File: src/logic/vsp_pkg.sv
//****************************************
// vsp_pkg
// widths, region geometry, register map,
// colours and the 8x16 digit font
//****************************************
package vsp_pkg;

    localparam int pix_w   = 16;   // RGB565 word
    localparam int gray_w  = 8;
    localparam int coord_w = 10;   // column or line index

    // region of interest
    localparam int roi_size   = 28;   // interior side
    localparam int roi_border = 2;    // ring around the interior

    localparam logic [pix_w-1:0]  red565      = 16'hF800;
    localparam logic [pix_w-1:0]  ink565      = 16'hFFFF;
    localparam logic [gray_w-1:0] fcnn_marker = 8'hFF;   // end of block for the classifier

    // digit cell
    localparam int glyph_w = 8;
    localparam int glyph_h = 16;

    // one byte per row, row 0 first, bit 7 is the leftmost column
    localparam logic [0:9][0:glyph_h-1][glyph_w-1:0] font_rows = {
        128'h00007CC6C6CEDEF6E6C6C67C00000000,   // 0
        128'h00001838781818181818187E00000000,   // 1
        128'h00007CC6060C183060C0C6FE00000000,   // 2
        128'h00007CC606063C060606C67C00000000,   // 3
        128'h00000C1C3C6CCCFE0C0C0C1E00000000,   // 4
        128'h0000FEC0C0C0FC060606C67C00000000,   // 5
        128'h00003860C0C0FCC6C6C6C67C00000000,   // 6
        128'h0000FEC606060C183030303000000000,   // 7
        128'h00007CC6C6C67CC6C6C6C67C00000000,   // 8
        128'h00007CC6C6C67E0606060C7800000000    // 9
    };

    // register map
    localparam logic [1:0] reg_roi_x     = 2'd0;
    localparam logic [1:0] reg_roi_y     = 2'd1;
    localparam logic [1:0] reg_threshold = 2'd2;
    localparam logic [1:0] reg_digit     = 2'd3;

    localparam logic [coord_w-1:0] rst_roi_x     = 10'd16;
    localparam logic [coord_w-1:0] rst_roi_y     = 10'd10;
    localparam logic [gray_w-1:0]  rst_threshold = 8'd127;
    localparam logic [3:0]         rst_digit     = 4'd0;

endpackage

File: src/logic/pixel_if.sv
//****************************************
// pixel_if
// raster pixel stream with its column and
// line tag
//****************************************
`timescale 1ns/10ps

interface pixel_if;

    logic                         vsync;
    logic                         href;
    logic [vsp_pkg::pix_w-1:0]    data;
    logic                         valid;     // one pixel per strobe
    logic [vsp_pkg::coord_w-1:0]  h_index;   // column
    logic [vsp_pkg::coord_w-1:0]  v_index;   // line

    modport src (
        output vsync, href, data, valid, h_index, v_index
    );

    modport snk (
        input vsync, href, data, valid, h_index, v_index
    );

endinterface

File: src/logic/roi_cfg_if.sv
//****************************************
// roi_cfg_if
// settings from the register block to the
// overlay logic
//****************************************
`timescale 1ns/10ps

interface roi_cfg_if;

    logic [vsp_pkg::coord_w-1:0] roi_x;
    logic [vsp_pkg::coord_w-1:0] roi_y;
    logic [vsp_pkg::gray_w-1:0]  threshold;
    logic [3:0]                  digit;      // 0 to 9

    modport drv (output roi_x, roi_y, threshold, digit);
    modport rd  (input  roi_x, roi_y, threshold, digit);

endinterface

File: src/logic/rgb_to_gray.sv
//****************************************
// rgb_to_gray
// two-stage RGB565 to 8-bit gray, with the
// gray value repacked as RGB565
//****************************************
`timescale 1ns/10ps

module rgb_to_gray (
    input  logic                        pclk,
    input  logic                        rst_n,
    input  logic                        pix_valid,
    input  logic [vsp_pkg::pix_w-1:0]   pix_data,
    output logic                        gray_valid,
    output logic [vsp_pkg::gray_w-1:0]  gray,
    output logic [vsp_pkg::pix_w-1:0]   gray565
);

    logic [7:0]  r8, g8, b8;          // channels widened to 8 bits
    logic [15:0] r_w, g_w, b_w;       // weighted, stage one
    logic        valid_s1;
    logic [15:0] sum;
    logic [7:0]  gray_c;

    assign r8 = {pix_data[15:11], 3'b000};
    assign g8 = {pix_data[10:5], 2'b00};
    assign b8 = {pix_data[4:0], 3'b000};

    // stage one: weights 77/150/29 out of 256
    always_ff @(posedge pclk) begin
        r_w <= 16'(r8 * 8'd77);
        g_w <= 16'(g8 * 8'd150);
        b_w <= 16'(b8 * 8'd29);
    end

    // worst case 64088, no overflow in 16 bits
    assign sum    = r_w + g_w + b_w;
    assign gray_c = sum[15:8];

    // stage two
    always_ff @(posedge pclk) begin
        gray    <= gray_c;
        gray565 <= {gray_c[7:3], gray_c[7:2], gray_c[7:3]};
    end

    always_ff @(posedge pclk or negedge rst_n) begin
        if (!rst_n) begin
            valid_s1   <= 1'b0;
            gray_valid <= 1'b0;
        end else begin
            valid_s1   <= pix_valid;
            gray_valid <= valid_s1;   // two cycles behind pix_valid
        end
    end

endmodule

File: src/logic/raster_counter.sv
//****************************************
// raster_counter
// tags every pixel of the aligned stream
// with its column and line
//****************************************
`timescale 1ns/10ps

module raster_counter #(
    parameter int h_pixel = 640,
    parameter int v_pixel = 480
) (
    input  logic                       pclk,
    input  logic                       rst_n,
    input  logic                       vsync,
    input  logic                       href,
    input  logic [vsp_pkg::pix_w-1:0]  data,
    input  logic                       valid,
    pixel_if.src                       px
);

    localparam logic [vsp_pkg::coord_w-1:0] h_last = vsp_pkg::coord_w'(h_pixel - 1);
    localparam logic [vsp_pkg::coord_w-1:0] v_last = vsp_pkg::coord_w'(v_pixel - 1);

    logic [vsp_pkg::coord_w-1:0] h_cnt;
    logic [vsp_pkg::coord_w-1:0] v_cnt;
    logic                        href_d;
    logic                        line_end;

    assign line_end = href_d & ~href;   // falling edge of href

    always_ff @(posedge pclk or negedge rst_n) begin
        if (!rst_n) begin
            h_cnt  <= '0;
            v_cnt  <= '0;
            href_d <= 1'b0;
        end else begin
            href_d <= href;
            if (vsync) begin
                // new frame
                h_cnt <= '0;
                v_cnt <= '0;
            end else begin
                if (line_end)
                    h_cnt <= '0;
                else if (valid && h_cnt != h_last)
                    h_cnt <= h_cnt + 1'b1;   // holds at the last column

                if (line_end && v_cnt != v_last)
                    v_cnt <= v_cnt + 1'b1;
            end
        end
    end

    // stream passes straight through, tag from the counters
    assign px.vsync   = vsync;
    assign px.href    = href;
    assign px.data    = data;
    assign px.valid   = valid;
    assign px.h_index = h_cnt;
    assign px.v_index = v_cnt;

endmodule

File: src/logic/vsp_regs.sv
//****************************************
// vsp_regs
// write-only settings, region position,
// threshold and shown digit
//****************************************
`timescale 1ns/10ps

module vsp_regs (
    input  logic        pclk,
    input  logic        rst_n,
    input  logic        cfg_wr,
    input  logic [1:0]  cfg_addr,
    input  logic [15:0] cfg_wdata,
    roi_cfg_if.drv      cfg
);

    always_ff @(posedge pclk or negedge rst_n) begin
        if (!rst_n) begin
            cfg.roi_x     <= vsp_pkg::rst_roi_x;
            cfg.roi_y     <= vsp_pkg::rst_roi_y;
            cfg.threshold <= vsp_pkg::rst_threshold;
            cfg.digit     <= vsp_pkg::rst_digit;
        end else if (cfg_wr) begin
            case (cfg_addr)
                vsp_pkg::reg_roi_x:     cfg.roi_x     <= cfg_wdata[vsp_pkg::coord_w-1:0];
                vsp_pkg::reg_roi_y:     cfg.roi_y     <= cfg_wdata[vsp_pkg::coord_w-1:0];
                vsp_pkg::reg_threshold: cfg.threshold <= cfg_wdata[vsp_pkg::gray_w-1:0];
                vsp_pkg::reg_digit: begin
                    // only ten glyphs in the font
                    if (cfg_wdata > 16'd9)
                        cfg.digit <= 4'd9;
                    else
                        cfg.digit <= cfg_wdata[3:0];
                end
                default: ;
            endcase
        end
    end

endmodule

File: src/logic/roi_overlay.sv
//****************************************
// roi_overlay
// red square around the region, binarized
// interior and the classifier byte stream
//****************************************
`timescale 1ns/10ps

module roi_overlay (
    pixel_if.snk                        px,
    roi_cfg_if.rd                       cfg,
    input  logic [vsp_pkg::gray_w-1:0]  gray,
    input  logic                        gray_valid,
    output logic                        in_box,
    output logic [vsp_pkg::pix_w-1:0]   box_data,
    output logic                        fcnn_valid,
    output logic [vsp_pkg::gray_w-1:0]  fcnn_data
);

    // one extra bit so the far edge of the square cannot wrap
    localparam int ext_w = vsp_pkg::coord_w + 1;

    localparam logic [ext_w-1:0] int_last = ext_w'(vsp_pkg::roi_size - 1);
    localparam logic [ext_w-1:0] sq_last  = ext_w'(vsp_pkg::roi_size - 1 + vsp_pkg::roi_border);
    localparam logic [ext_w-1:0] brd      = ext_w'(vsp_pkg::roi_border);
    localparam logic [ext_w-1:0] mk_line  = ext_w'(vsp_pkg::roi_size);

    logic [ext_w-1:0] h, v, x0, y0;
    logic             in_x_int, in_y_int, in_x_sq, in_y_sq;
    logic             in_int, in_sq;
    logic             at_marker;
    logic             bin;

    assign h  = {1'b0, px.h_index};
    assign v  = {1'b0, px.v_index};
    assign x0 = {1'b0, cfg.roi_x};
    assign y0 = {1'b0, cfg.roi_y};

    // interior window
    assign in_x_int = (h >= x0) && (h <= x0 + int_last);
    assign in_y_int = (v >= y0) && (v <= y0 + int_last);

    // outer edge of the ring, left and top edge moved to the index side
    assign in_x_sq = (h + brd >= x0) && (h <= x0 + sq_last);
    assign in_y_sq = (v + brd >= y0) && (v <= y0 + sq_last);

    assign in_int = in_x_int & in_y_int;
    assign in_sq  = in_x_sq & in_y_sq;

    // last interior column, first line of the bottom border
    assign at_marker = (h == x0 + int_last) && (v == y0 + mk_line);

    assign bin = (gray <= cfg.threshold);   // dark pixels go white

    assign in_box = gray_valid & in_sq;

    always_comb begin
        if (in_int)
            box_data = {vsp_pkg::pix_w{bin}};
        else
            box_data = vsp_pkg::red565;   // border
    end

    // interior pixels plus one marker byte per frame
    assign fcnn_valid = gray_valid & (in_int | at_marker);
    assign fcnn_data  = at_marker ? vsp_pkg::fcnn_marker : {vsp_pkg::gray_w{bin}};

endmodule

File: src/logic/digit_glyph.sv
//****************************************
// digit_glyph
// font lookup, marks pixels inside the
// stored digit
//****************************************
`timescale 1ns/10ps

module digit_glyph #(
    parameter int digit_x = 4,
    parameter int digit_y = 4
) (
    pixel_if.snk    px,
    roi_cfg_if.rd   cfg,
    output logic    ink
);

    localparam logic [vsp_pkg::coord_w-1:0] x0 = vsp_pkg::coord_w'(digit_x);
    localparam logic [vsp_pkg::coord_w-1:0] y0 = vsp_pkg::coord_w'(digit_y);
    localparam logic [vsp_pkg::coord_w-1:0] cw = vsp_pkg::coord_w'(vsp_pkg::glyph_w);
    localparam logic [vsp_pkg::coord_w-1:0] ch = vsp_pkg::coord_w'(vsp_pkg::glyph_h);

    logic [vsp_pkg::coord_w-1:0] dx;
    logic [vsp_pkg::coord_w-1:0] dy;
    logic                        in_cell;
    logic [vsp_pkg::glyph_w-1:0] row_bits;
    logic [vsp_pkg::glyph_w-1:0] row_shift;

    // offsets inside the cell, wrap is harmless since in_cell guards them
    assign dx = px.h_index - x0;
    assign dy = px.v_index - y0;

    assign in_cell = (px.h_index >= x0) && (dx < cw) &&
                     (px.v_index >= y0) && (dy < ch);

    assign row_bits  = vsp_pkg::font_rows[cfg.digit][dy[3:0]];
    assign row_shift = row_bits << dx[2:0];   // bit 7 is column 0

    assign ink = in_cell & row_shift[vsp_pkg::glyph_w-1];

endmodule

File: src/logic/video_stream_process.sv
//****************************************
// video_stream_process
// camera front end, gray, display with
// overlays, transmit and classifier streams
//****************************************
`timescale 1ns/10ps

module video_stream_process #(
    parameter int h_pixel = 640,
    parameter int v_pixel = 480,
    parameter int digit_x = 4,
    parameter int digit_y = 4
) (
    input  logic                        pclk,
    input  logic                        rst_n,
    input  logic                        cfg_wr,
    input  logic [1:0]                  cfg_addr,
    input  logic [15:0]                 cfg_wdata,
    input  logic                        cam_vsync,
    input  logic                        cam_href,
    input  logic [vsp_pkg::pix_w-1:0]   cam_data,
    input  logic                        cam_valid,
    output logic                        gray_valid,
    output logic [vsp_pkg::gray_w-1:0]  gray,
    output logic [vsp_pkg::pix_w-1:0]   gray565,
    output logic                        disp_valid,
    output logic [vsp_pkg::pix_w-1:0]   disp_data,
    output logic                        udp_valid,
    output logic [vsp_pkg::pix_w-1:0]   udp_data,
    output logic                        fcnn_valid,
    output logic [vsp_pkg::gray_w-1:0]  fcnn_data
);

    localparam logic [vsp_pkg::coord_w-1:0] h_last = vsp_pkg::coord_w'(h_pixel - 1);

    pixel_if   px_bus ();
    roi_cfg_if cfg_bus ();

    logic [1:0]                  vsync_d, href_d, valid_d;
    logic [vsp_pkg::pix_w-1:0]   data_d1, data_d2;
    logic                        in_box, ink;
    logic [vsp_pkg::pix_w-1:0]   box_data;
    logic                        trail;        // line trailer cycle
    logic [vsp_pkg::coord_w-1:0] trail_line;

    rgb_to_gray u_rgb_to_gray (
        .pclk       (pclk),
        .rst_n      (rst_n),
        .pix_valid  (cam_valid),
        .pix_data   (cam_data),
        .gray_valid (gray_valid),
        .gray       (gray),
        .gray565    (gray565)
    );

    // two stages so the raw pixel lines up with its gray value
    always_ff @(posedge pclk or negedge rst_n) begin
        if (!rst_n) begin
            vsync_d <= '0;
            href_d  <= '0;
            valid_d <= '0;
        end else begin
            vsync_d <= {vsync_d[0], cam_vsync};
            href_d  <= {href_d[0], cam_href};
            valid_d <= {valid_d[0], cam_valid};
        end
    end

    always_ff @(posedge pclk) begin
        data_d1 <= cam_data;
        data_d2 <= data_d1;
    end

    raster_counter #(.h_pixel(h_pixel), .v_pixel(v_pixel)) u_raster_counter (
        .pclk  (pclk),
        .rst_n (rst_n),
        .vsync (vsync_d[1]),
        .href  (href_d[1]),
        .data  (data_d2),
        .valid (valid_d[1]),
        .px    (px_bus.src)
    );

    vsp_regs u_vsp_regs (
        .pclk      (pclk),
        .rst_n     (rst_n),
        .cfg_wr    (cfg_wr),
        .cfg_addr  (cfg_addr),
        .cfg_wdata (cfg_wdata),
        .cfg       (cfg_bus.drv)
    );

    roi_overlay u_roi_overlay (
        .px         (px_bus.snk),
        .cfg        (cfg_bus.rd),
        .gray       (gray),
        .gray_valid (gray_valid),
        .in_box     (in_box),
        .box_data   (box_data),
        .fcnn_valid (fcnn_valid),
        .fcnn_data  (fcnn_data)
    );

    digit_glyph #(.digit_x(digit_x), .digit_y(digit_y)) u_digit_glyph (
        .px  (px_bus.snk),
        .cfg (cfg_bus.rd),
        .ink (ink)
    );

    // square first, then digit, then camera
    assign disp_valid = px_bus.valid;

    always_comb begin
        if (in_box)
            disp_data = box_data;
        else if (ink)
            disp_data = vsp_pkg::ink565;
        else
            disp_data = px_bus.data;
    end

    // one trailer word after the last column of each line
    always_ff @(posedge pclk or negedge rst_n) begin
        if (!rst_n)
            trail <= 1'b0;
        else
            trail <= px_bus.valid && (px_bus.h_index == h_last);
    end

    always_ff @(posedge pclk) begin
        trail_line <= px_bus.v_index;   // line index, caught before href drop moves it
    end

    assign udp_valid = disp_valid | trail;
    assign udp_data  = disp_valid ? disp_data
                                  : {{(vsp_pkg::pix_w - vsp_pkg::coord_w){1'b0}}, trail_line};

endmodule

File: config.mk
export PLATFORM = sky130hd
export DESIGN_NAME = video_stream_process
export DESIGN_NICKNAME = d
export VERILOG_FILES = /design/src/logic/vsp_pkg.sv /design/src/logic/pixel_if.sv /design/src/logic/roi_cfg_if.sv /design/src/logic/rgb_to_gray.sv /design/src/logic/raster_counter.sv /design/src/logic/vsp_regs.sv /design/src/logic/roi_overlay.sv /design/src/logic/digit_glyph.sv /design/src/logic/video_stream_process.sv
export SDC_FILE = /design/constraint.sdc
export NUM_CORES = 1
export LEC_CHECK = 0
export BUFFER_PORTS_ARGS = -buffer_cell sky130_fd_sc_hd__buf_4
export CAP_MARGIN = 20
export CORE_MARGIN = 4
export CORE_UTILIZATION = 48
export DETAILED_ROUTE_END_ITERATION = 12
export PLACE_DENSITY = 0.74
export SYNTH_ARGS = -nofsm -noshare
export SYNTH_HDL_FRONTEND = slang
export SYNTH_SLANG_ARGS = --single-unit
export TNS_END_PERCENT = 100
File: constraint.sdc
create_clock -name pclk -period 7 [get_ports pclk]
set_input_delay 1.05 -clock pclk [delete_from_list [all_inputs] [get_ports pclk]]
set_output_delay 1.05 -clock pclk [all_outputs]
set_load 0.1 [all_outputs]
; ---- Yosys cells after proc, flatten, opt, wreduce, memory -nomap -nowiden
; Memory sizes are Yosys's and may differ from the RTL's.
; Cells that the tools add are included.
[totals]
memories = 1
wordCells = 108
mem_bits_ro = 2048
in_bits = 40
output_inout_bits = 68
ff_bits = 163
[memory_table]
columns = memory, words, word_bits, rd, rd_clocked_by_memory_dff, write_ports, line_no
row1 = (name not given), 16, 128, 1, 0, 0, digit_glyph.sv:35  ; assign row_bits = vsp_pkg::font_rows[cfg.digit][dy[3:0]];
[classes]
eq_ne = 8
muxes = 16
bitwise = 11
mul = 3
add_sub_neg = 13
shift = 1
n_reduce_logical = 18
n_lt_le_gt_ge = 16
[ops]
columns = cell, n
row1 = 2-to-1 mux 128 bit, 2
row2 = 2-to-1 mux 16 bit, 4
row3 = adder 10 x 5 -> 11 bit (second input constant), 5
row4 = 2-to-1 mux 10 bit, 5
row5 = <= comparator 10 x 11 -> 1 bit, 4
row6 = binary-select mux 8 bit (select 4 bit), 1
row7 = 2-to-1 mux 8 bit, 3
row8 = adder 10 x 2 -> 11 bit (second input constant), 2
row9 = equality test 10 x 11 -> 1 bit, 2
row10 = greater-or-equal comparator 11 x 10 -> 1 bit, 2
row11 = adder 10 x 1 -> 10 bit (second input constant), 2
row12 = greater-or-equal comparator 10 bit, 2
row13 = greater-or-equal comparator 10 x 3 -> 1 bit (second input constant), 2
row14 = subtractor 10 x 3 -> 10 bit (second input constant), 2
row15 = adder 15 x 16 -> 16 bit, 1
row16 = adder 16 x 13 -> 16 bit, 1
row17 = > comparator 16 x 4 -> 1 bit (second input constant), 1
row18 = multiplier 6 x 7 -> 13 bit (second input constant), 1
row19 = multiplier 5 x 7 -> 12 bit (second input constant), 1
row20 = logical AND 1 bit, 11
row21 = equality test 10 bit (second input constant), 1
row22 = greater-or-equal comparator 5 bit (second input constant), 2
row23 = less-than comparator 10 x 4 -> 1 bit (second input constant), 1
row24 = less-than comparator 10 x 5 -> 1 bit (second input constant), 1
row25 = other kinds (16), 27

; ---- Logic depth before layout (Yosys ltp)
; Gate-level depths: netlist of run 1.
[logic_depth]
depth_word = 12
ltp_mapped = 17
mapped_depth_nobuf = 16

; ---- By module
; A second synthesis of run 1 with hierarchy kept.
[hier_totals]
cells_unflattened = 1270
hier_area_um2 = 11791.3
[modules_own_cells]
columns = module, cells_per_inst, area_per_inst_um2, seq_area_each_um2, n_inst
row1 = rgb_to_gray, 312, 3311.9, 910.9, 1
row2 = roi_overlay, 410, 3149.3, 0.0, 1
row3 = video_stream_process, 128, 1521.5, 1016.0, 1
row4 = raster_counter, 136, 1298.7, 525.5, 1
row5 = vsp_regs, 95, 1273.7, 813.3, 1
row6 = digit_glyph, 189, 1236.2, 0.0, 1

; ---- Worst setup path before layout of run 1
; No wires, ideal clock.
[synth_path]
path_kind = reg-to-output
start = register u_vsp_regs.cfg.roi_y[3]
end = output port udp_data[2] (netlist bit)
t_required_ns = 5.950
arrival_time_ns = 4.008
path_buffers = 2
setup_slack_ns = 1.942
path_stages_with_launch = 18
cell_sequence = dfstp_2 > clkbuf_1 > inv_1 > ha_1 > nor2b_1 > nand2_1 > nand2_1 > xnor2_1 > ha_1 > a21o_1 > a21oi_1 > nor3b_1 > a211o_1 > o311ai_0 > a311o_2 > o21ai_4 > buf_6 > o311a_1
[synth_via]
elab_chain_len = 7
[synth_lines]
columns = element, line_no
row1 = start: declaration, roi_cfg_if.sv:15  ; modport drv (output roi_x, roi_y, threshold, digit);
row2 = start signal: assignment, vsp_regs.sv:20  ; cfg.roi_y <= vsp_pkg::rst_roi_y;
row3 = start signal: assignment, vsp_regs.sv:26  ; vsp_pkg::reg_roi_y: cfg.roi_y <= cfg_wdata[vsp_pkg::coord_w-1:0];
row4 = adder 10 x 5 -> 11 bit (on tied branches), "roi_overlay.sv:40, roi_overlay.sv:44"
row5 = <= comparator 10 x 11 -> 1 bit (on tied branches), "roi_overlay.sv:40, roi_overlay.sv:44"
row6 = logical AND 1 bit (on tied branches), "roi_overlay.sv:40, roi_overlay.sv:44"
row7 = AND 1 bit (on tied branches), "roi_overlay.sv:46, roi_overlay.sv:47"
row8 = 2-to-1 mux 16 bit / AND 1 bit (equally long branches), "roi_overlay.sv:57, roi_overlay.sv:54"
row9 = 2-to-1 mux 16 bit (*), video_stream_process.sv:114  ; if (in_box)
row10 = 2-to-1 mux 16 bit (*), video_stream_process.sv:135  ; assign udp_data = disp_valid ? disp_data
row11 = end: declaration, video_stream_process.sv:29  ; output logic [vsp_pkg::pix_w-1:0] udp_data,
; Every way passes the cells marked *; elsewhere a longest branch is shown, timed or not.

; ---- Worst setup path in the final report of run 1
[layout_path]
start = register u_raster_counter.v_cnt (netlist bit u_raster_counter.px.v_index[2])
end = output port udp_data[1] (netlist bit)
[layout_via]
elab_chain_len = 10
[layout_lines]
columns = element, line_no
row1 = start: declaration, raster_counter.sv:25  ; logic [vsp_pkg::coord_w-1:0] v_cnt;
row2 = start signal: assignment, raster_counter.sv:49  ; v_cnt <= v_cnt + 1'b1;
row3 = subtractor 10 x 3 -> 10 bit, digit_glyph.sv:30  ; assign dy = px.v_index - y0;
row4 = NOT 4 -> 5 bit (not written as such), digit_glyph.sv:35
row5 = binary-select mux 8 bit (select 4 bit), digit_glyph.sv:35
row6 = 2-to-1 mux 8 bit (not written as such) (2 in a row), digit_glyph.sv:35
row7 = left shift 8 x 3 -> 8 bit, digit_glyph.sv:36  ; assign row_shift = row_bits << dx[2:0];
row8 = AND 1 bit, digit_glyph.sv:38  ; assign ink = in_cell & row_shift[vsp_pkg::glyph_w-1];
row9 = 2-to-1 mux 16 bit, video_stream_process.sv:116  ; else if (ink)
row10 = 2-to-1 mux 16 bit (*), video_stream_process.sv:114
row11 = 2-to-1 mux 16 bit (*), video_stream_process.sv:135
; Every way passes the cells marked *; elsewhere a longest branch is shown, timed or not. The select of a mux whose other input is x is not followed.

==> qor.csv, run 1 <==
metric,value,unit
CTS tree,built,
max_cap viols,0,
simple-gate share of the synthesized area,0.1339,
period utilization,0.8318,
global route overflow,0,
Core ar.,22710,µm²
switching share of power,0.4917,
#FFs+latches synth,140,
NetSw,2.159,mW
"Req. time, crit path",5950,ps
Critical Path AT,4770,ps
"Top FF cell, synth",dfxtp_1,
final worst slack,1177,ps
"area leader, netlist",ha_1,
# nets final,1487,
mean area per synthesized cell,9.415,µm²
total nets after synthesis,1426,
first-pass GRT wire length,46290,µm
xor and xnor area share after synthesis,0.07344,
Post-Synth Adder-Cell Area,0.2489,
cell with the most instances after synthesis,ha_1,
"Cell Area, Placed",11820,µm²
drt initial violations,613,
WS Path Type,flip-flop to primary output,
Via density,5.787,
Remaining DRCs,0,
"Hold Vio Cnt, Final",0,
Power Dens Cells,353.2,nW/µm²
top-area cell type share of the netlist area,0.2110,
clk_skew,10.46,ps
RSZ-0062 raised after global routing,no,
# hold bufs at CTS,0,
Starting Density,0.4884,
Worst VDD drop,0.4697,mV
Syn. warnings,0,
number of antenna violations at the first check in global routing,0,
Clock power frac,0.216,
Yosys cell types,90,
Port Buffer Count,107,
Die Ht,160.0,µm
post-route cell area,12430,µm²
Comb power frac,0.538,
setup TNS,0,ps
WL/cell,18.51,µm
Compound-Gate Fraction of Synth Area,0.1710,
I/O Pins,108,
CTS clock-pin slew for the worst setup and hold paths,60,ps
largest family of logic cells by synthesized area,adder cells,
row count,55,
Worst setup EP type,primary output,
# fillers,1981,
ranking of synthesized cells by area,"ha_1 21%, dfxtp_1 14%, dfrtp_1 11%",
min-delay worst type,flip-flop to flip-flop,
final core utilization,0.5475,
Int Power,2.233,mW
worst slew pin tran,952.7,ps
routed via count,8894,
ys async rst share,0.4286,
maximum clock path buffer count,2,
Leak Pwr,5.770,nW
layout cells sized above 1,0.1677,
sequential power share,0.246,
# Post-CTS Setup Buffers,0,
Detailed Routing Iterations Pass 1,6,
CTS Root Cell,clkbuf_16,
Routed Antenna Nets,0,
CTS H-tree depth,4,
Final min period,5823,ps
Die ar.,25600,µm²
cts repair resizes,0,
worst slack at placement,1728,ps
# diodes,0,
Final setup viols,0,
status,"complete, no violations",
synth cell count leaders,"187 x ha_1, 80 x dfxtp_1, 79 x nor2_1",
Final Max Slew Viols,0,
vias in the first global route,9029,
clk_lat worst skew,430,ps
post-synthesis sequential area ratio,0.2809,
Gate Count Post-Synth,1178,
post-detail-place hpwl,21350,µm
Slew headroom,0.3621,
Post-synth EDFFs,0,
routability cong.,0.9468,
Synth-to-Final Area Change,12.11,%
CTS sink cnt,140,
Post-Syn Area,11090,µm²
Max Freq,171.7,MHz
CTS Buf Count,17,
WL final,28450,µm
pin count of the biggest net entering global routing,61,
GRT Resource Usage Total,0.2219,
startpoint types,flip-flop,
CP Max Fanout,32,
post-synthesis mux area share,0.02189,
chip width,160.0,µm
==> power by group through the flow <==
stage / sequential, mW / combinational (mW) / clock, mW
6_report: 1.08 / 2.36 / 0.951
2_1_floorplan: 1.22 / 1.82 / 0
3_3_place_gp: 1.09 / 2.28 / 0
5_1_grt: 1.10 / 2.56 / 0.996
4_1_cts: 1.08 / 2.37 / 0.963
3_5_place_dp: 1.09 / 2.33 / 0
==> state kept, by name, summed over array words and instances (netlist names), 4 cells and up <==
signal and flops:
data_d1 16, data_d2 16, trail_line 10, u_raster_counter.px.h_index 10
u_raster_counter.px.v_index 10, u_rgb_to_gray.b_w 8, u_rgb_to_gray.g_w 12, u_rgb_to_gray.gray 7
u_rgb_to_gray.r_w 10, u_vsp_regs.cfg.digit 4, u_vsp_regs.cfg.roi_x 10, u_vsp_regs.cfg.roi_y 10
u_vsp_regs.cfg.threshold 8
==> critical path: stages (launching register included) <==
cell	delay (ps)
dfrtp_1	780
clkinv_1	430
ha_1	660
and2_0	330
and3_1	190
o21ai_0	80
a32oi_1	260
nor3_2	70
a311o_2	390
o21ai_4	600
o311a_2	250
buf_4	280
==> worst paths after layout <==
path	endpoint	depth (start not counted)	slack [ps]	from
max in group asynchronous	u_vsp_regs.cfg.roi_y[0]$_DFFE_PN0P_	1	5770	rst_n
hold reg to reg	data_d2[13]$_DFF_P_	0	330	data_d1[13]$_DFF_P_
setup reg to reg	u_rgb_to_gray.gray565[10]$_DFF_P_	9	3930	u_rgb_to_gray.b_w[5]$_DFF_P_
setup / recovery	udp_data[1]	11	1180	u_raster_counter.px.v_index[2]$_DFFE_PN0P_
min in group asynchronous	u_raster_counter.px.h_index[1]$_DFFE_PN0P_	1	700	rst_n
hold / removal	data_d2[13]$_DFF_P_	0	330	data_d1[13]$_DFF_P_
==> placed cells by master (no fill, tap or decap), types with 11 or more instances in the layout <==
cell | netlist | routed
mux2_2 | 18 | 18
fa_1 | 21 | 21
o21bai_1 | 11 | 11
xnor2_1 | 70 | 70
or2_2 | 13 | 13
dfxtp_1 | 80 | 80
dfrtp_1 | 50 | 50
nor2b_1 | 11 | 11
nand2b_1 | 14 | 14
o21a_1 | 28 | 28
nand2_1 | 61 | 61
xor2_1 | 23 | 23
nand3_1 | 25 | 25
ha_1 | 187 | 187
buf_4 | 27 | 113
inv_1 | 76 | 76
nor3_1 | 22 | 22
o21ai_0 | 54 | 54
a21o_1 | 12 | 12
nand4_1 | 17 | 17
a21oi_1 | 61 | 61
clkbuf_16 | 0 | 17
nor2_1 | 79 | 79
==> metrics by stage <==
step                      cells  hold WS [ps]  power, mW
after global routing       1537         332.0      4.656
after CTS                  1537         330.6      4.415
after global placement     1505         311.8      3.374
final                      1537         325.5      4.392
after floorplan            1178         309.6      3.036
after detailed placement   1505         315.0      3.428
==> layout make-up <==
cell class	count	area, µm²	area share
clock buffers	18	429.2	0.03452
clock inverters	14	182.7	0.01469
inverters	79	296.5	0.02385
multi-input cells	888	7204	0.5794
flip-flops and latches	140	3115	0.2506
well taps	285	356.6	0.02868
repair buffers	113	848.3	0.06823
==> cells by family (layout without fill, tap and decap cells) <==
group,Yosys count,count (layout)
XOR/XNOR,93,93
AND/OR/NAND/NOR,293,293
multiplexers,22,22
flip-flops,140,140
AO/OA/AOI/OAI,272,272
buffers and inverters,150,224
adder cells (fa/ha/maj),208,208
==> metal layers <==
layer / global-route usage / wire length (µm) / vias up
met3: 0.04697 / 1715 / 69
met2: 0.3721 / 13540 / 296
li1: - / - / 4302
met5: 0 / 0 / -
met1: 0.2823 / 12340 / 4227
met4: 0.08213 / 849 / 0
Note: power is estimated with default switching activity, not from simulation.
==> run 2: changes to the inputs <==
ABC_AREA = 1   (was default)
clock period = 5.4 ns   (was 7 ns; I/O delays follow)
==> qor.csv, run 2 <==
metric,value,unit,change
"most used cell, CP",nand2_1,,
mean area per synthesized cell,7.728,µm²,-18%
"area leader, netlist",ha_1,,
worst hold stages,0,,unchanged
setup TNS,0,ps,unchanged
# diodes,0,,unchanged
"Hold Vio Cnt, Final",0,,unchanged
ys async rst share,0.4286,,unchanged
Post-Synth Adder-Cell Area,0.2475,,-0.001368
maximum clock path buffer count,2,,unchanged
simple-gate share of the synthesized area,0.2195,,+0.08554
worst r2r src,u_rgb_to_gray.b_w[5]$_DFF_P_,,
Power Dens Cells,455.1,nW/µm²,+29%
CTS clock-pin slew for the worst setup and hold paths,70,ps,about the same
Syn. warnings,0,,unchanged
global route overflow,0,,unchanged
largest registers,"data_d1: 16 flops, data_d2: 16 flops, u_rgb_to_gray.g_w: 12 flops",,
Yosys cell types,47,,-48%
Compound-Gate Fraction of Synth Area,0.09615,,-0.07488
Post-synth EDFFs,0,,unchanged
GRT Resource Usage Total,0.2237,,+0.001777
post-synthesis mux area share,0,,-0.02189
#FFs+latches synth,140,,unchanged
Die ar.,25740,µm²,+0.53%
# Post-CTS Setup Buffers,0,,unchanged
Worst path max stage delay,720,ps,-60 ps
WS Path Type,flip-flop to primary output,,
first-pass GRT wire length,47420,µm,+2.4%
ranking of synthesized cells by area,"ha_1 21%, dfxtp_1 14%, dfrtp_1 11%",,
Routed Antenna Nets,0,,unchanged
Detailed Routing Iterations Pass 1,6,,unchanged
layout cells sized above 1,0.1157,,-0.05207
CTS H-tree depth,4,,unchanged
CTS Buf Count,17,,unchanged
Via density,5.303,,-8.4%
Hold Startpoint,data_d1[3]$_DFF_P_,,
row count,55,,unchanged
Critical Path AT,4150,ps,-620 ps
most frequent cells in the layout,"325 x nand2_1, 187 x ha_1, 185 x inv_1",,
clk_skew,9.918,ps,-0.5386 ps
I/O Pins,108,,unchanged
cell with the most instances after synthesis,nand2_1,,
Max Freq,201.7,MHz,
top-area cell type share of the netlist area,0.2098,,-0.001160
period utilization,0.9182,,
clk_lat worst skew,430,ps,about the same
R2R Path End,u_rgb_to_gray.gray565[10]$_DFF_P_,,
worst r2r path cells,11,,+2
"most common cell after layout, fill and taps aside",nand2_1,,
status,"complete, no violations",,
largest family of logic cells by synthesized area,adder cells,,
flop2flop setup slack,2880,ps,-1050 ps
Register Area,3115,µm²,unchanged
xor and xnor area share after synthesis,0.06519,,-0.008257
total nets after synthesis,1691,,+19%
Synth-to-Final Area Change,13.76,%,
CTS Root Cell,clkbuf_16,,
chip width,160.4,µm,+0.26%
pin count of the biggest net entering global routing,61,,unchanged
Post-Syn Area,11150,µm²,+0.55%
startpoint types,flip-flop,,
Final setup viols,0,,unchanged
CP cell instances,nand2_1 > inv_1 > nand2_1 > nor2_1 > nand2_1 > nor2_1 > xor2_1 > inv_1 > ha_1 > inv_1 > o211ai_1 > nor2_1 > nand3_1 > inv_1 > nor2_1 > nand3_2 > nand2_1 > nand2_1 > nand2_1 > buf_4,,
Slew headroom,0.4823,,+0.1202
cts repair resizes,0,,unchanged
Core ar.,22780,µm²,+0.30%
CP Max Fanout,13,,-59%
# hold bufs at CTS,0,,unchanged
routed via count,9821,,+10%
final core utilization,0.5569,,+0.009442
# fillers,2091,,+5.6%
Worst setup EP type,primary output,,
Remaining DRCs,0,,unchanged
"Req. time, crit path",4590,ps,-1360 ps
CTS sink cnt,140,,unchanged
Gate Count Post-Synth,1443,,+22%
Multi-input gate area,7007,µm²,-2.7%
# nets final,1774,,+19%
Starting Density,0.4896,,+0.001216
CTS tree,built,,
WL final,29280,µm,+2.9%
Port Buffer Count,107,,unchanged
number of antenna violations at the first check in global routing,0,,unchanged
post-detail-place hpwl,22750,µm,+6.6%
CP max stage cell,dfrtp_1,,
synth cell count leaders,"325 x nand2_1, 187 x ha_1, 185 x inv_1",,
Setup crit start,u_raster_counter.px.v_index[5]$_DFFE_PN0P_,,
Worst VDD drop,0.6814,mV,+45%
"Top FF cell, synth",dfxtp_1,,
post-synthesis sequential area ratio,0.2794,,-0.001544
RSZ-0062 raised after global routing,no,,
Worst Hold Endpoint,data_d2[3]$_DFF_P_,,
Final min period,4959,ps,
Final Max Slew Viols,0,,unchanged
WL/cell,15.81,µm,-15%
drt initial violations,774,,+26%
vias in the first global route,9451,,+4.7%
routability cong.,0.9679,,+2.2%
Die Ht,160.4,µm,+0.26%
max_cap viols,0,,unchanged
worst slew pin tran,776.6,ps,-176.1 ps
min-delay worst type,flip-flop to flip-flop,,
Leak Pwr,6.674,nW,+16%
## run 2: cells by family (layout without fill, tap and decap cells)
| kind of cell | after synthesis | count (layout) |
|---|---|---|
| fa+ha+maj | 208 | 208 |
| flops | 140 | 140 |
| simple gates | 580 | 580 |
| buf+inv | 238 | 334 |
| xor+xnor | 83 | 83 |
| compound gates | 194 | 194 |
## run 2: worst max-delay path by stage
stage | end | slack [ps] | cells after the start
4_1_cts | udp_data[0] | 470 | 20
5_1_grt | udp_data[3] | 120 | 20
6_report | udp_data[0] | 440 | 20
2_1_floorplan | udp_data[11] | -50 | 17
3_3_place_gp | udp_data[0] | 1090 | 19
3_5_place_dp | udp_data[0] | 970 | 19
## run 2: critical path: cells and delay by family (launching register included)
family,cells,cell delay [ps]
AO/OA/AOI/OAI,1,200
XOR/XNOR,1,160
adder cells (fa/ha/maj),1,320
buffers and inverters,5,570
flip-flops,1,720
AND/OR/NAND/NOR,12,1720
## run 2: report_power, final
part	internal (mW)	switching [mW]	leakage [nW]	total, mW
logic	0.876	2.32	4.96	3.20
registers	1.23	0.152	1.42	1.39
clock network	0.633	0.557	0.299	1.19
total	2.74	3.03	6.67	5.77
## run 2: per-layer routing
layer	vias to the layer above	wire, µm	track usage
li1	4865	-	-
met1	4568	13050	0.2975
met2	341	13680	0.3699
met3	47	1978	0.04696
met4	0	569	0.06179
met5	-	0	0
## run 2: stage by stage
stage          worst slack [ps]  std cells  power [mW]  cell area, µm²  hold WS, ps
2_1_floorplan            -47.48       1443       4.037           11150        309.6
3_3_place_gp               1085       1820       4.504           12070        310.9
3_5_place_dp              970.5       1820       4.567           12070        314.6
4_1_cts                   468.0       1852       5.787           12690        331.0
5_1_grt                   118.5       1852       6.109           12690        334.7
6_report                  441.5       1852       5.773           12690        329.7
## run 2: area by class of cell
class / count / area share
inverters: 189 / 0.05592
repair buffers: 113 / 0.06687
well taps: 313 / 0.03087
multi-input cells: 1065 / 0.5523
flip-flops and latches: 140 / 0.2456
clock buffers: 17 / 0.03353
clock inverters: 15 / 0.01489
==> run 3: changes to the inputs <==
CAP_MARGIN = default   (was 20)
PLACE_DENSITY = 0.67   (was 0.74)
==> qor.csv, run 3 (synthesis gave the netlist of run 2 again) <==
metric,value,unit,change
status,"complete, no violations",,
CP cell instances,inv_1 > ha_1 > nand2_1 > a21oi_1 > nor2_1 > xor2_1 > ha_1 > nand2_1 > nor4b_1 > nand2_1 > nand2_1 > a21oi_1 > nor2_1 > nand3_1 > nor2_1 > nand3_2 > nand2_2 > nand2_1 > nand2_1 > buf_4,,
Core ar.,22780,µm²,unchanged
CTS Buf Count,17,,unchanged
first-pass GRT wire length,48000,µm,+1.2%
Remaining DRCs,0,,unchanged
most frequent cells in the layout,"324 x nand2_1, 187 x ha_1, 185 x inv_1",,
CP max stage cell,dfrtp_1,,
CTS sink cnt,140,,unchanged
"most common cell after layout, fill and taps aside",nand2_1,,
post-route cell area,12700,µm²,about the same
chip width,160.4,µm,unchanged
switching share of power,0.5232,,-0.001721
routed via count,9706,,-1.2%
Comb power frac,0.553,,about the same
vias in the first global route,9425,,-0.28%
Port Buffer Count,107,,unchanged
"Hold Vio Cnt, Final",0,,unchanged
GRT Resource Usage Total,0.2305,,+0.006882
Starting Density,0.4896,,unchanged
Leak Pwr,6.672,nW,about the same
largest registers,"data_d1: 16 flops, data_d2: 16 flops, u_rgb_to_gray.g_w: 12 flops",,
number of antenna violations at the first check in global routing,0,,unchanged
row count,55,,unchanged
global route overflow,0,,unchanged
Clock power frac,0.204,,-0.002
layout cells sized above 1,0.1180,,+0.002369
startpoint types,flip-flop,,
sequential power share,0.243,,+0.003
"Req. time, crit path",4590,ps,about the same
Hold Startpoint,data_d1[6]$_DFF_P_,,
Int Power,2.732,mW,-0.40%
clk_skew,20.06,ps,+10.14 ps
Setup crit start,u_vsp_regs.cfg.roi_y[2]$_DFFE_PN0P_,,
final core utilization,0.5574,,about the same
routability cong.,0.9544,,-1.4%
Power Total,5.729,mW,-0.76%
Routed Antenna Nets,0,,unchanged
CTS Root Cell,clkbuf_16,,
Critical Path AT,4190,ps,+40 ps
Max Freq,200.2,MHz,-0.74%
clk_lat worst skew,430,ps,about the same
CP bufs+invs,2,,-3
Slew headroom,0.4369,,-0.04533
maximum clock path buffer count,2,,unchanged
CP endpoint,udp_data[2],,
CTS H-tree depth,4,,unchanged
worst r2r src,u_rgb_to_gray.b_w[5]$_DFF_P_,,
RSZ-0062 raised after global routing,no,,
CTS clock-pin slew for the worst setup and hold paths,70,ps,about the same
min-delay worst type,flip-flop to flip-flop,,
Synth-to-Final Area Change,13.84,%,about the same
Worst VDD drop,0.5634,mV,-17%
# diodes,0,,unchanged
I/O Pins,108,,unchanged
# fillers,2110,,+0.91%
Final setup viols,0,,unchanged
worst r2r path cells,11,,unchanged
Final Max Slew Viols,0,,unchanged
drt initial violations,615,,-21%
"most used cell, CP",nand2_1,,
Worst path max stage delay,470,ps,-250 ps
Die Ht,160.4,µm,unchanged
Multi-input gate area,7014,µm²,+0.11%
worst slew pin tran,844.6,ps,+67.99 ps
flop2flop setup slack,2980,ps,+100 ps
CTS tree,built,,
post-detail-place hpwl,23140,µm,+1.7%
max_cap viols,0,,unchanged
Via density,5.232,,-1.3%
period utilization,0.9251,,+0.006804
Worst setup EP type,primary output,,
NetSw,2.998,mW,-1.1%
Power Dens Cells,451.3,nW/µm²,-0.84%
R2R Path End,u_rgb_to_gray.gray565[10]$_DFF_P_,,
WL final,29940,µm,+2.3%
Register Area,3115,µm²,unchanged
Die ar.,25740,µm²,unchanged
Detailed Routing Iterations Pass 1,5,,-1
Final min period,4995,ps,+36.74 ps
WS Path Type,flip-flop to primary output,,
Crit path depth,20,,unchanged
CP top delay family,simple AND/OR/NAND/NOR gates,,
WL/cell,16.14,µm,+2.1%
# nets final,1777,,+0.17%
CP Max Fanout,12,,-1
pin count of the biggest net entering global routing,61,,unchanged
"Cell Area, Placed",12080,µm²,about the same
-- run 3: area by class of cell --
class | count | area share
Inverter | 189 | 0.05588
Timing Repair Buffer | 116 | 0.06859
Clock buffer | 17 | 0.03351
Multi-Input combinational cell | 1065 | 0.5525
Clock inverter | 15 | 0.01330
Tap cell | 313 | 0.03085
Sequential cell | 140 | 0.2454
-- run 3: metrics by stage --
step           setup slack (ps)  hold WS, ps  instances  TNS, ps
5_1_grt                   50.35        334.0       1855        0
2_1_floorplan            -47.48        309.6       1443   -237.4
6_report                  404.7        329.0       1855        0
3_5_place_dp              586.3        313.2       1821        0
3_3_place_gp              748.8        310.3       1821        0
4_1_cts                   106.6        329.8       1853        0
-- run 3: how the worst min path moves through the flow --
stage	to	slack [ps]	cells after the start
CTS	data_d2[3]$_DFF_P_	330	0
global placement	data_d2[4]$_DFF_P_	310	0
floorplan	data_d2[10]$_DFF_P_	310	0
finish	data_d2[6]$_DFF_P_	330	0
detailed placement	data_d2[6]$_DFF_P_	310	0
global route	data_d2[3]$_DFF_P_	330	0
-- run 3: worst reg2reg max path, cell delays in order, from the launching register on --
cell and delay [ps]:
dfxtp_1 320, fa_1 470, ha_1 290, nand2_1 60, nor2_1 40, o211ai_1 150
nand2_1 150, a21oi_1 290, o21ai_0 180, nand3_1 100, nand3_1 90, xor2_1 140
-- run 3: layer usage --
layer  up-vias  global-route usage  wire [µm]
li1       4870                   -          -
met2       312              0.3807      13910
met5         -                   0          0
met3        55             0.04311       1649
met4         0             0.07587        710
met1      4469              0.3055      13670
-- run 3: power groups by stage --
stage / Combinational (mW) / Sequential, mW / Clock, mW
after CTS: 3.18 / 1.39 / 1.20
after detailed placement: 3.15 / 1.41 / 0
after floorplan: 2.45 / 1.59 / 0
final: 3.17 / 1.39 / 1.17
after global routing: 3.44 / 1.41 / 1.23
after global placement: 3.12 / 1.41 / 0
-- run 3: timing repair --
action,4_1_cts,5_1_grt
hold buffers,0,0
endpoints found under the setup margin,0,10
hold endpoints to repair,0,0
buffers inserted,0,2
gates resized for setup,0,2
